==> config.mk <==
export PLATFORM = sky130hd
export DESIGN_NAME = ctrlUnit
export DESIGN_NICKNAME = d
export VERILOG_FILES = /design/src/design/ctrlPkg.sv /design/src/design/decodeIf.sv /design/src/design/ctrlUnit.sv /design/src/design/ctrlWordGen.sv /design/src/design/instrDecoder.sv /design/src/design/phaseSequencer.sv
export SDC_FILE = /design/constraint.sdc
export NUM_CORES = 1
export LEC_CHECK = 0
export BUFFER_PORTS_ARGS = -buffer_cell sky130_fd_sc_hd__buf_2
export CORE_MARGIN = 4
export CORE_UTILIZATION = 48
export CTS_BUF_LIST = sky130_fd_sc_hd__clkbuf_4
export DETAILED_ROUTE_END_ITERATION = 6
export PLACE_DENSITY_LB_ADDON = 0.15
export SETUP_SLACK_MARGIN = 0.02
export SLEW_MARGIN = 5
export SYNTH_ARGS = -nofsm -noshare
export SYNTH_HDL_FRONTEND = slang
export SYNTH_SLANG_ARGS = --single-unit
==> constraint.sdc <==
create_clock -name clk -period 2.68 [get_ports clk]
set_clock_uncertainty 0.15 [all_clocks]
set_input_delay 0 -clock clk [delete_from_list [all_inputs] [get_ports clk]]
set_output_delay 0 -clock clk [all_outputs]
set_load 0.05 [all_outputs]
==> src/design/ctrlPkg.sv <==
package ctrlPkg;

    localparam int OpcodeWidth = 6;
    localparam int FunctWidth  = 6;

    typedef enum logic [OpcodeWidth-1:0] {
        opRType = 6'b000000,
        opAddi  = 6'b001000,
        opAddiu = 6'b001001,
        opBeq   = 6'b000100,
        opBne   = 6'b000101,
        opBle   = 6'b000110,
        opBgt   = 6'b000111
    } opcode_t;

    typedef enum logic [FunctWidth-1:0] {
        fnAdd  = 6'b100000,
        fnAnd  = 6'b100100,
        fnSub  = 6'b100010,
        fnMult = 6'b011000,
        fnDiv  = 6'b011010,
        fnMfhi = 6'b010000,
        fnMflo = 6'b010010
    } funct_t;

    typedef enum logic [3:0] {
        clsAluReg,
        clsAluImm,
        clsAluImmU,
        clsMult,
        clsDiv,
        clsMoveHi,
        clsMoveLo,
        clsBranch,
        clsIllegal
    } opClass_t;

    typedef enum logic [2:0] {
        aluPass    = 3'b000,
        aluAdd     = 3'b001,
        aluSub     = 3'b010,
        aluAnd     = 3'b011,
        aluCompare = 3'b111   // Drives the eq/gt/lt flags
    } aluOp_t;

    typedef enum logic [1:0] {
        brEqual,
        brNotEqual,
        brLessOrEqual,
        brGreater
    } branchCond_t;

    typedef enum logic [4:0] {
        phFetch,
        phPcUpdate,
        phPrecalc,     // Branch target into ALUOut
        phDecode,      // Operands into A and B
        phExec,
        phSaveResult,
        phMultStart,
        phMultWait,
        phMultResult,
        phDivStart,
        phDivWait,
        phDivResult,
        phMoveHi,
        phMoveLo,
        phBranchCmp,
        phBranchTake,
        phTrap
    } phase_t;

    typedef enum logic [1:0] {
        trapNone,
        trapIllegal,
        trapOverflow
    } trapCause_t;

    typedef enum logic [1:0] {srcAPc = 2'b00, srcARegA = 2'b01} aluSrcA_t;

    typedef enum logic [2:0] {
        srcBRegB         = 3'b000,
        srcBFour         = 3'b001,
        srcBBranchOffset = 3'b010,   // Sign-extended offset shifted by 2
        srcBImm          = 3'b011
    } aluSrcB_t;

    typedef enum logic [1:0] {pcAluResult = 2'b00, pcAluOut = 2'b10} pcSrc_t;

    typedef enum logic [1:0] {regDstRd = 2'b00, regDstRt = 2'b11} regDst_t;

    typedef enum logic [2:0] {wbAluOut = 3'b000, wbLo = 3'b001, wbHi = 3'b010} wbSrc_t;

endpackage

==> src/design/decodeIf.sv <==
`timescale 1ns/1ps

interface decodeIf;
    import ctrlPkg::*;

    opClass_t    opClass;
    aluOp_t      aluOp;
    logic        immOperand;     // B operand is the immediate
    logic        checkOverflow;
    branchCond_t branchCond;

    modport producer (
        output opClass, aluOp, immOperand, checkOverflow, branchCond
    );

    modport sequencer (
        input opClass, checkOverflow, branchCond
    );

    modport consumer (
        input aluOp, immOperand
    );

endinterface

==> src/design/ctrlUnit.sv <==
`timescale 1ns/1ps

module ctrlUnit #(
    parameter int MemWaitCycles = 3
) (
    input  logic                             clk,
    input  logic                             reset,
    input  logic [ctrlPkg::OpcodeWidth-1:0]  opcode,
    input  logic [ctrlPkg::FunctWidth-1:0]   funct,
    input  logic                             overflow,
    input  logic                             equal,
    input  logic                             greater,
    input  logic                             less,
    input  logic                             multEnd,
    input  logic                             divEnd,
    output logic                             writePc,
    output logic                             writeA,
    output logic                             writeB,
    output logic                             writeAluOut,
    output logic                             writeInstruction,
    output logic                             writeReg,
    output logic                             writeHiLo,
    output logic                             multCtrl,
    output logic                             divCtrl,
    output logic                             hiLoCtrl,
    output logic [1:0]                       aluSrcACtrl,
    output logic [2:0]                       aluSrcBCtrl,
    output logic [1:0]                       pcSrcCtrl,
    output logic [1:0]                       writeRegCtrl,
    output logic [2:0]                       writeDataCtrl,
    output logic [2:0]                       aluCtrl,
    output logic [1:0]                       trapCause
);
    import ctrlPkg::*;

    phase_t phase;

    decodeIf dec ();

    instrDecoder uDecoder (
        .opcode (opcode_t'(opcode)),
        .funct  (funct_t'(funct)),
        .dec    (dec.producer)
    );

    phaseSequencer #(
        .MemWaitCycles (MemWaitCycles)
    ) uSequencer (
        .clk       (clk),
        .reset     (reset),
        .dec       (dec.sequencer),
        .overflow  (overflow),
        .equal     (equal),
        .greater   (greater),
        .less      (less),
        .multEnd   (multEnd),
        .divEnd    (divEnd),
        .phase     (phase),
        .trapCause (trapCause)
    );

    ctrlWordGen uWordGen (
        .phase            (phase),
        .dec              (dec.consumer),
        .writePc          (writePc),
        .writeA           (writeA),
        .writeB           (writeB),
        .writeAluOut      (writeAluOut),
        .writeInstruction (writeInstruction),
        .writeReg         (writeReg),
        .writeHiLo        (writeHiLo),
        .multCtrl         (multCtrl),
        .divCtrl          (divCtrl),
        .hiLoCtrl         (hiLoCtrl),
        .aluSrcACtrl      (aluSrcACtrl),
        .aluSrcBCtrl      (aluSrcBCtrl),
        .pcSrcCtrl        (pcSrcCtrl),
        .writeRegCtrl     (writeRegCtrl),
        .writeDataCtrl    (writeDataCtrl),
        .aluCtrl          (aluCtrl)
    );

endmodule

==> src/design/ctrlWordGen.sv <==
`timescale 1ns/1ps

module ctrlWordGen (
    input  ctrlPkg::phase_t     phase,
    decodeIf.consumer           dec,
    output logic                writePc,
    output logic                writeA,
    output logic                writeB,
    output logic                writeAluOut,
    output logic                writeInstruction,
    output logic                writeReg,
    output logic                writeHiLo,
    output logic                multCtrl,
    output logic                divCtrl,
    output logic                hiLoCtrl,
    output ctrlPkg::aluSrcA_t   aluSrcACtrl,
    output ctrlPkg::aluSrcB_t   aluSrcBCtrl,
    output ctrlPkg::pcSrc_t     pcSrcCtrl,
    output ctrlPkg::regDst_t    writeRegCtrl,
    output ctrlPkg::wbSrc_t     writeDataCtrl,
    output ctrlPkg::aluOp_t     aluCtrl
);
    import ctrlPkg::*;

    always_comb begin
        writePc          = 1'b0;
        writeA           = 1'b0;
        writeB           = 1'b0;
        writeAluOut      = 1'b0;
        writeInstruction = 1'b0;
        writeReg         = 1'b0;
        writeHiLo        = 1'b0;
        multCtrl         = 1'b0;
        divCtrl          = 1'b0;
        hiLoCtrl         = 1'b0;
        aluSrcACtrl      = srcAPc;
        aluSrcBCtrl      = srcBRegB;
        pcSrcCtrl        = pcAluResult;
        writeRegCtrl     = regDstRd;
        writeDataCtrl    = wbAluOut;
        aluCtrl          = aluPass;
        case (phase)
            phFetch: begin
                writeInstruction = 1'b1;
                writeAluOut      = 1'b1;   // PC + 4
                aluSrcBCtrl      = srcBFour;
                aluCtrl          = aluAdd;
            end
            phPcUpdate: begin
                writePc   = 1'b1;
                pcSrcCtrl = pcAluOut;
            end
            phPrecalc: begin
                writeAluOut = 1'b1;
                aluSrcBCtrl = srcBBranchOffset;
                aluCtrl     = aluAdd;
            end
            phDecode: begin
                writeA = 1'b1;
                writeB = 1'b1;
            end
            phExec: begin
                writeAluOut = 1'b1;
                aluSrcACtrl = srcARegA;
                aluSrcBCtrl = dec.immOperand ? srcBImm : srcBRegB;
                aluCtrl     = dec.aluOp;
            end
            phSaveResult: begin
                writeReg     = 1'b1;
                writeRegCtrl = dec.immOperand ? regDstRt : regDstRd;
            end
            phMultStart: multCtrl = 1'b1;
            phDivStart:  divCtrl  = 1'b1;
            phMultResult: writeHiLo = 1'b1;
            phDivResult: begin
                writeHiLo = 1'b1;
                hiLoCtrl  = 1'b1;   // Take results from the divider
            end
            phMoveHi: begin
                writeReg      = 1'b1;
                writeDataCtrl = wbHi;
            end
            phMoveLo: begin
                writeReg      = 1'b1;
                writeDataCtrl = wbLo;
            end
            phBranchCmp: begin
                aluSrcACtrl = srcARegA;
                aluCtrl     = aluCompare;   // ALUOut keeps the target
            end
            phBranchTake: begin
                writePc   = 1'b1;
                pcSrcCtrl = pcAluOut;
            end
            default: ;
        endcase
    end

endmodule

==> src/design/instrDecoder.sv <==
`timescale 1ns/1ps

module instrDecoder (
    input  ctrlPkg::opcode_t opcode,
    input  ctrlPkg::funct_t  funct,
    decodeIf.producer        dec
);
    import ctrlPkg::*;

    always_comb begin
        dec.opClass       = clsIllegal;   // Anything unlisted traps
        dec.aluOp         = aluPass;
        dec.immOperand    = 1'b0;
        dec.checkOverflow = 1'b0;
        dec.branchCond    = brEqual;
        case (opcode)
            opRType: begin
                case (funct)
                    fnAdd: begin
                        dec.opClass       = clsAluReg;
                        dec.aluOp         = aluAdd;
                        dec.checkOverflow = 1'b1;
                    end
                    fnSub: begin
                        dec.opClass       = clsAluReg;
                        dec.aluOp         = aluSub;
                        dec.checkOverflow = 1'b1;
                    end
                    fnAnd: begin
                        dec.opClass = clsAluReg;
                        dec.aluOp   = aluAnd;
                    end
                    fnMult: dec.opClass = clsMult;
                    fnDiv:  dec.opClass = clsDiv;
                    fnMfhi: dec.opClass = clsMoveHi;
                    fnMflo: dec.opClass = clsMoveLo;
                    default: dec.opClass = clsIllegal;
                endcase
            end
            opAddi: begin
                dec.opClass       = clsAluImm;
                dec.aluOp         = aluAdd;
                dec.immOperand    = 1'b1;
                dec.checkOverflow = 1'b1;
            end
            opAddiu: begin
                dec.opClass    = clsAluImmU;    // Same add, overflow ignored
                dec.aluOp      = aluAdd;
                dec.immOperand = 1'b1;
            end
            opBeq, opBne, opBle, opBgt: begin
                dec.opClass = clsBranch;
                dec.aluOp   = aluCompare;
                case (opcode)
                    opBne:   dec.branchCond = brNotEqual;
                    opBle:   dec.branchCond = brLessOrEqual;
                    opBgt:   dec.branchCond = brGreater;
                    default: dec.branchCond = brEqual;
                endcase
            end
            default: dec.opClass = clsIllegal;
        endcase
    end

endmodule

==> src/design/phaseSequencer.sv <==
`timescale 1ns/1ps

module phaseSequencer #(
    parameter int MemWaitCycles = 3
) (
    input  logic                 clk,
    input  logic                 reset,
    decodeIf.sequencer           dec,
    input  logic                 overflow,
    input  logic                 equal,
    input  logic                 greater,
    input  logic                 less,
    input  logic                 multEnd,
    input  logic                 divEnd,
    output ctrlPkg::phase_t      phase,
    output ctrlPkg::trapCause_t  trapCause
);
    import ctrlPkg::*;

    localparam int WaitWidth = (MemWaitCycles > 1) ? $clog2(MemWaitCycles) : 1;
    localparam logic [WaitWidth-1:0] LastWait = WaitWidth'(MemWaitCycles - 1);

    logic [WaitWidth-1:0] waitCnt;
    phase_t               nextPhase;
    trapCause_t           nextCause;
    logic                 branchTaken;

    always_comb begin
        case (dec.branchCond)
            brEqual:       branchTaken = equal;
            brNotEqual:    branchTaken = !equal;
            brLessOrEqual: branchTaken = equal || less;
            default:       branchTaken = greater;
        endcase
    end

    always_comb begin
        nextPhase = phase;
        nextCause = trapCause;   // Cause only changes on trap entry
        case (phase)
            phFetch: begin
                if (waitCnt == LastWait) begin
                    nextPhase = phPcUpdate;
                end
            end
            phPcUpdate: nextPhase = phPrecalc;
            phPrecalc:  nextPhase = phDecode;
            phDecode: begin
                case (dec.opClass)
                    clsAluReg, clsAluImm, clsAluImmU: nextPhase = phExec;
                    clsMult:   nextPhase = phMultStart;
                    clsDiv:    nextPhase = phDivStart;
                    clsMoveHi: nextPhase = phMoveHi;
                    clsMoveLo: nextPhase = phMoveLo;
                    clsBranch: nextPhase = phBranchCmp;
                    default: begin
                        nextPhase = phTrap;
                        nextCause = trapIllegal;
                    end
                endcase
            end
            phExec: begin
                if (dec.checkOverflow && overflow) begin
                    nextPhase = phTrap;
                    nextCause = trapOverflow;
                end else begin
                    nextPhase = phSaveResult;
                end
            end
            phMultStart: nextPhase = phMultWait;
            phMultWait: begin
                if (multEnd) begin
                    nextPhase = phMultResult;
                end
            end
            phDivStart: nextPhase = phDivWait;
            phDivWait: begin
                if (divEnd) begin
                    nextPhase = phDivResult;
                end
            end
            phBranchCmp: nextPhase = branchTaken ? phBranchTake : phFetch;
            phTrap:      nextPhase = phTrap;   // Parked until reset
            default:     nextPhase = phFetch;
        endcase
    end

    always_ff @(posedge clk) begin
        if (reset) begin
            phase     <= phFetch;
            waitCnt   <= '0;
            trapCause <= trapNone;
        end else begin
            phase     <= nextPhase;
            trapCause <= nextCause;
            if (phase == phFetch && waitCnt != LastWait) begin
                waitCnt <= waitCnt + 1'b1;
            end else begin
                waitCnt <= '0;
            end
        end
    end

endmodule

# After elaboration in Yosys (flattened, before gate mapping)
# Cells that the tools add are included.
# classes
addsub	1
eq_ne	45
n_mux	37
bitwise_logic	1
n_reduce_logical	24
# op_table
cell	n
case mux 5 bit (11 select lines)	1
equality test 5 x 4 -> 1 bit (second input constant)	8
case mux 5 bit (6 select lines)	1
case mux 3 bit (3 select lines)	3
equality test 6 x 3 -> 1 bit (second input constant)	4
equality test 6 x 5 -> 1 bit (second input constant)	4
equality test 5 x 3 -> 1 bit (second input constant)	4
two-way mux 5 bit	4
case mux 4 bit (5 select lines)	1
equality test 6 bit (second input constant)	3
equality test 4 x 3 -> 1 bit (second input constant)	4
case mux 4 bit (4 select lines)	1
two-way mux 2 bit	7
OR reduction 2 bit	7
equality test 6 x 4 -> 1 bit (second input constant)	2
two-way mux 1 bit	12
case mux 2 bit (3 select lines)	2
OR reduction 3 bit	4
equality test 5 x 2 -> 1 bit (second input constant)	2
equality test 4 x 2 -> 1 bit (second input constant)	2
inequality test 2 bit (second input constant)	4
case mux 2 bit (2 select lines)	2
OR reduction 8 bit	1
zero test 6 bit	1
20 further kinds	24
# totals
regBits	9
input_bits	20
out_inout_bits	27

# Logic depth before layout (Yosys ltp)
# logic_depth
word_depth	8
depth_mapped	7
mapped_depth_nobuf	6

# Cells and area by module
# A second synthesis with hierarchy kept.
# hier_totals
cells_unflattened	161
area_unflattened_um2	1171.1
# by_module_without_submodules
mod	instances	cells_per_inst	area_per_inst_um2	seq_area_each_um2
phaseSequencer	1	76	631.9	180.2
ctrlWordGen	1	51	316.6	0.0
instrDecoder	1	34	222.7	0.0

# Worst setup path before layout
# Ideal clock, no wire load.
# synth_timing
path_kind	flip-flop to output port
startpoint	register uSequencer.phase[1]
endpoint	output port writeAluOut
arrival_time_ns	3.128
required_ns	2.530
path_slack_ns	-0.598
path_stages_with_launch	4
cell_sequence	dfxtp_1 clkbuf_1 buf_1 a2111oi_0
# synth_via
elab_chain_cells	3
word_cells_on_any_way	5
classes_between	eq/ne (2); mux (1); reduce/logical (2)
# synth_lines
element	line	rtl
start, declared	phaseSequencer.sv:15	output ctrlPkg::phase_t phase,
start signal, assigned	phaseSequencer.sv:90	phase <= phFetch;
start signal, assigned	phaseSequencer.sv:94	phase <= nextPhase;
equality test 5 x 2 -> 1 bit, or another cell as far along	ctrlWordGen.sv:42	case (phase)
OR reduction 3 bit (no source line) (*)	--	
two-way mux 1 bit (*)	ctrlWordGen.sv:42	
end, declared	ctrlUnit.sv:19	output logic writeAluOut,
# Mark *: on every way between the ends. The rest lies on a longest branch, timed or not.

# Final worst setup path
# layout_timing
startpoint	register uSequencer.phase[3]
endpoint	output port aluCtrl[1]
# layout_via
elab_chain_cells	3
word_cells_on_any_way	6
classes_between	eq/ne (3); mux (1); reduce/logical (2)
# layout_lines
element	line	rtl
equality test 5 x 2 -> 1 bit or zero test 5 bit (tied branches)	ctrlWordGen.sv:42	
OR reduction 2 bit (no source line)	--	
case mux 3 bit (3 select lines) (*)	ctrlWordGen.sv:42	
end, declared	ctrlUnit.sv:31	output logic [2:0] aluCtrl,
# Marked as above.

==> results.ini <==
[outcome]
status = completed

[layout]
final_layout_size_suffix_gt1_share_pct = 30.4
area_growth_pct = 26.0
diodes = 0
nets = 213

[cts]
cts.sinks = 9
clock_path_buffers = 2
cts_tree = yes
worstSkewPairLatency_ns = 0.25
clock-root-buffer = clkbuf_4
numCtsBuffers = 3
cts_setup_buffers = 0
cts_htree_levels = 1
clk_pin_slew_ns = 0.06

[timing]
max_freq_mhz = 466
final.setup.tns_ns = 0
slew_violations = 0
fin_crit_sh_pct = 80.1
setup_viol = 0
fin_crit_ns = 2.15
worst_pin_slew_ns = 0.661
slew_headroom_pct = 55.6
final-hold-violation-count = 0
rsz0062_at_grt = no
hold_ws_ns = 0.0377

[synth]
ys_types = 44
synth_top_cell_area_share_pct = 17.6
avgSynthCellArea_um2 = 6.82
syn_inst = 150
synthTopCellsByArea = dfxtp_1 (18%), a21oi_1 (5.4%), buf_4 (5.1%), nor2_1 (5.1%), nor3_1 (3.9%)
ys_warn_count = 0
netlist_area_um2 = 1020
synth-seq-area-share_pct = 17.6
synth_common_cells = nor2_1 (14), a21oi_1 (11), dfxtp_1 (9), nand2_1 (9)
synth_edf_count = 0
postSynth.asyncResetShare_pct = 0
yosys.area.top_type = dfxtp_1
synth_top_flop_cell = dfxtp_1
yosys_register_bits = 9
yosysMostFrequentCell = nor2_1

[setup_path]
worst-setup-path-type = reg2out
worstPathRequired_ns = 2.53
endpoint_kind = output pin
crit_fanout = 6
critical-path-slowest-cell = or3b_1
critPathMaxStageDelay_ns = 0.42
critPathLaunchType = flop
crit_chain = or3b_1 -> or3_4 -> nor3_1 -> or2_2 -> buf_2
arrival_ns = 2.00

[die]
die_x_um = 54.2
die_h_um = 54.2
core_area_um2 = 2000
rows = 16
start_util_pct = 51.1
io_pins = 47
dieArea_um2 = 2930

[min_path]
min_path_type = in2reg

[detailed_routing]
drt_iter0_markers = 37
wl_per_cell_um = 13.2
top_layer_used = met4
m1WireLength_um = 1230
vias_per_cell = 5.61
antenna_left = 0
vias = 1222
dr_wl_met3_um = 180
wl_met2_um = 1430
drt_pass1_iterations = 5
drc = 0
wl_um = 2880

[global_routing]
antenna_found_initial = 0
track_usage_pct = 21.6
grt_max_degree = 18
grt_pass1_vias = 1100
grt.overflow.total = 0
grt_pass1_wl_um = 4770

[power_and_ir_drop]
cellPowerDensity_nw_per_um2 = 572
power.leakage_nw = 0.560
ir_worst_vdd_uv = 340

[job]
max_cap_viol_count = 0

[placed_design]
dp_hpwl_um = 2280
place_congestion = 0.958
port_buffers = 42

final cells by class:
type                       count  area, µm²
fill                         195        712
multi-input combinational    120        738
tap                           27       33.8
timing repair buffer          50        278
clock buffer                   4       30.0
sequential                     9        180
inverter                       8       30.0
layer usage:
metal,global-route usage [%],vias to the layer above
met3,3.60,4
met4,4.56,0
met2,36.5,46
li1,-,633
met1,28.4,539
met5,0,-
critical path, delay by kind of cell, from the launching register on:
kind | cells | cell delay (ns)
flops | 1 | 0.35
buf+inv | 1 | 0.25
simple gates | 4 | 1.15
per-stage QoR:
stage	std cells	power, mW	worst slack, ns	utilization, %	instance area [µm²]
6_report	218	0.737	0.535	64.4	1290
5_1_grt	218	0.799	0.431	64.4	1290
4_1_cts	218	0.744	0.519	64.4	1290
3_5_place_dp	211	0.626	0.592	61.4	1230
3_3_place_gp	211	0.626	0.604	61.4	1230
2_1_floorplan	153	0.538	0.0519	-	1040
power breakdown:
part           internal (mW)  switching [mW]
clock                 0.0673          0.0445
sequential             0.157          0.0114
combinational          0.138           0.320
total                  0.362           0.376
registers in the layout, summed over array words and instances (netlist names):
signal,flops
uSequencer.trapCause,2
uSequencer.waitCnt,2
uSequencer.phase,5
placed cells by master (no fill, tap or decap), types with 3 or more instances in the layout:
cell            n
nand2b_1        5
o211ai_1        3
a21o_1          4
conb_1          4
clkbuf_4        4
dfxtp_1         9
nor2b_1         5
inv_1           8
a31oi_1         3
nor4_1          6
nor4b_1         3
o21ai_0         6
a21oi_1        11
nor2_1         14
nand3_1         5
nand2_1         9
buf_4           5
nor3b_1         5
dlygate4sd3_1   3
buf_2          42
nor3_1          8
kinds of logic after synthesis:
| group | after synthesis | share of synthesized area, % |
|---|---|---|
| AND/OR/NAND/NOR | 73 | 41.4 |
| AO/OA/AOI/OAI | 41 | 27.0 |
| buffers and inverters | 24 | 11.5 |
| flip-flops | 9 | 17.6 |
| XOR/XNOR | 1 | 0.856 |
| adder cells (fa/ha/maj) | 1 | 1.22 |
| other | 1 | 0.366 |
path summary, 6_finish.rpt:
check | slack, ns | cells past startpoint | startpoint | endpoint
worst max-delay path | 0.53 | 5 | uSequencer.phase[3]$_SDFFE_PP0P_ | aluCtrl[1]
worst min-delay path | 0.04 | 5 | multEnd | uSequencer.phase[2]$_SDFFE_PP0P_
worst max register to register | 0.59 | 6 | uSequencer.phase[3]$_SDFFE_PP0P_ | uSequencer.phase[1]$_SDFFE_PP0P_
worst min register to register | 0.28 | 1 | uSequencer.waitCnt[0]$_SDFF_PP0_ | uSequencer.waitCnt[0]$_SDFF_PP0_
repair_timing:
action,CTS,global route
hold buffers,3,0
hold endpoints to repair,9,0
gates resized for setup,0,0
No activity file was read; power rests on OpenSTA's default activity.
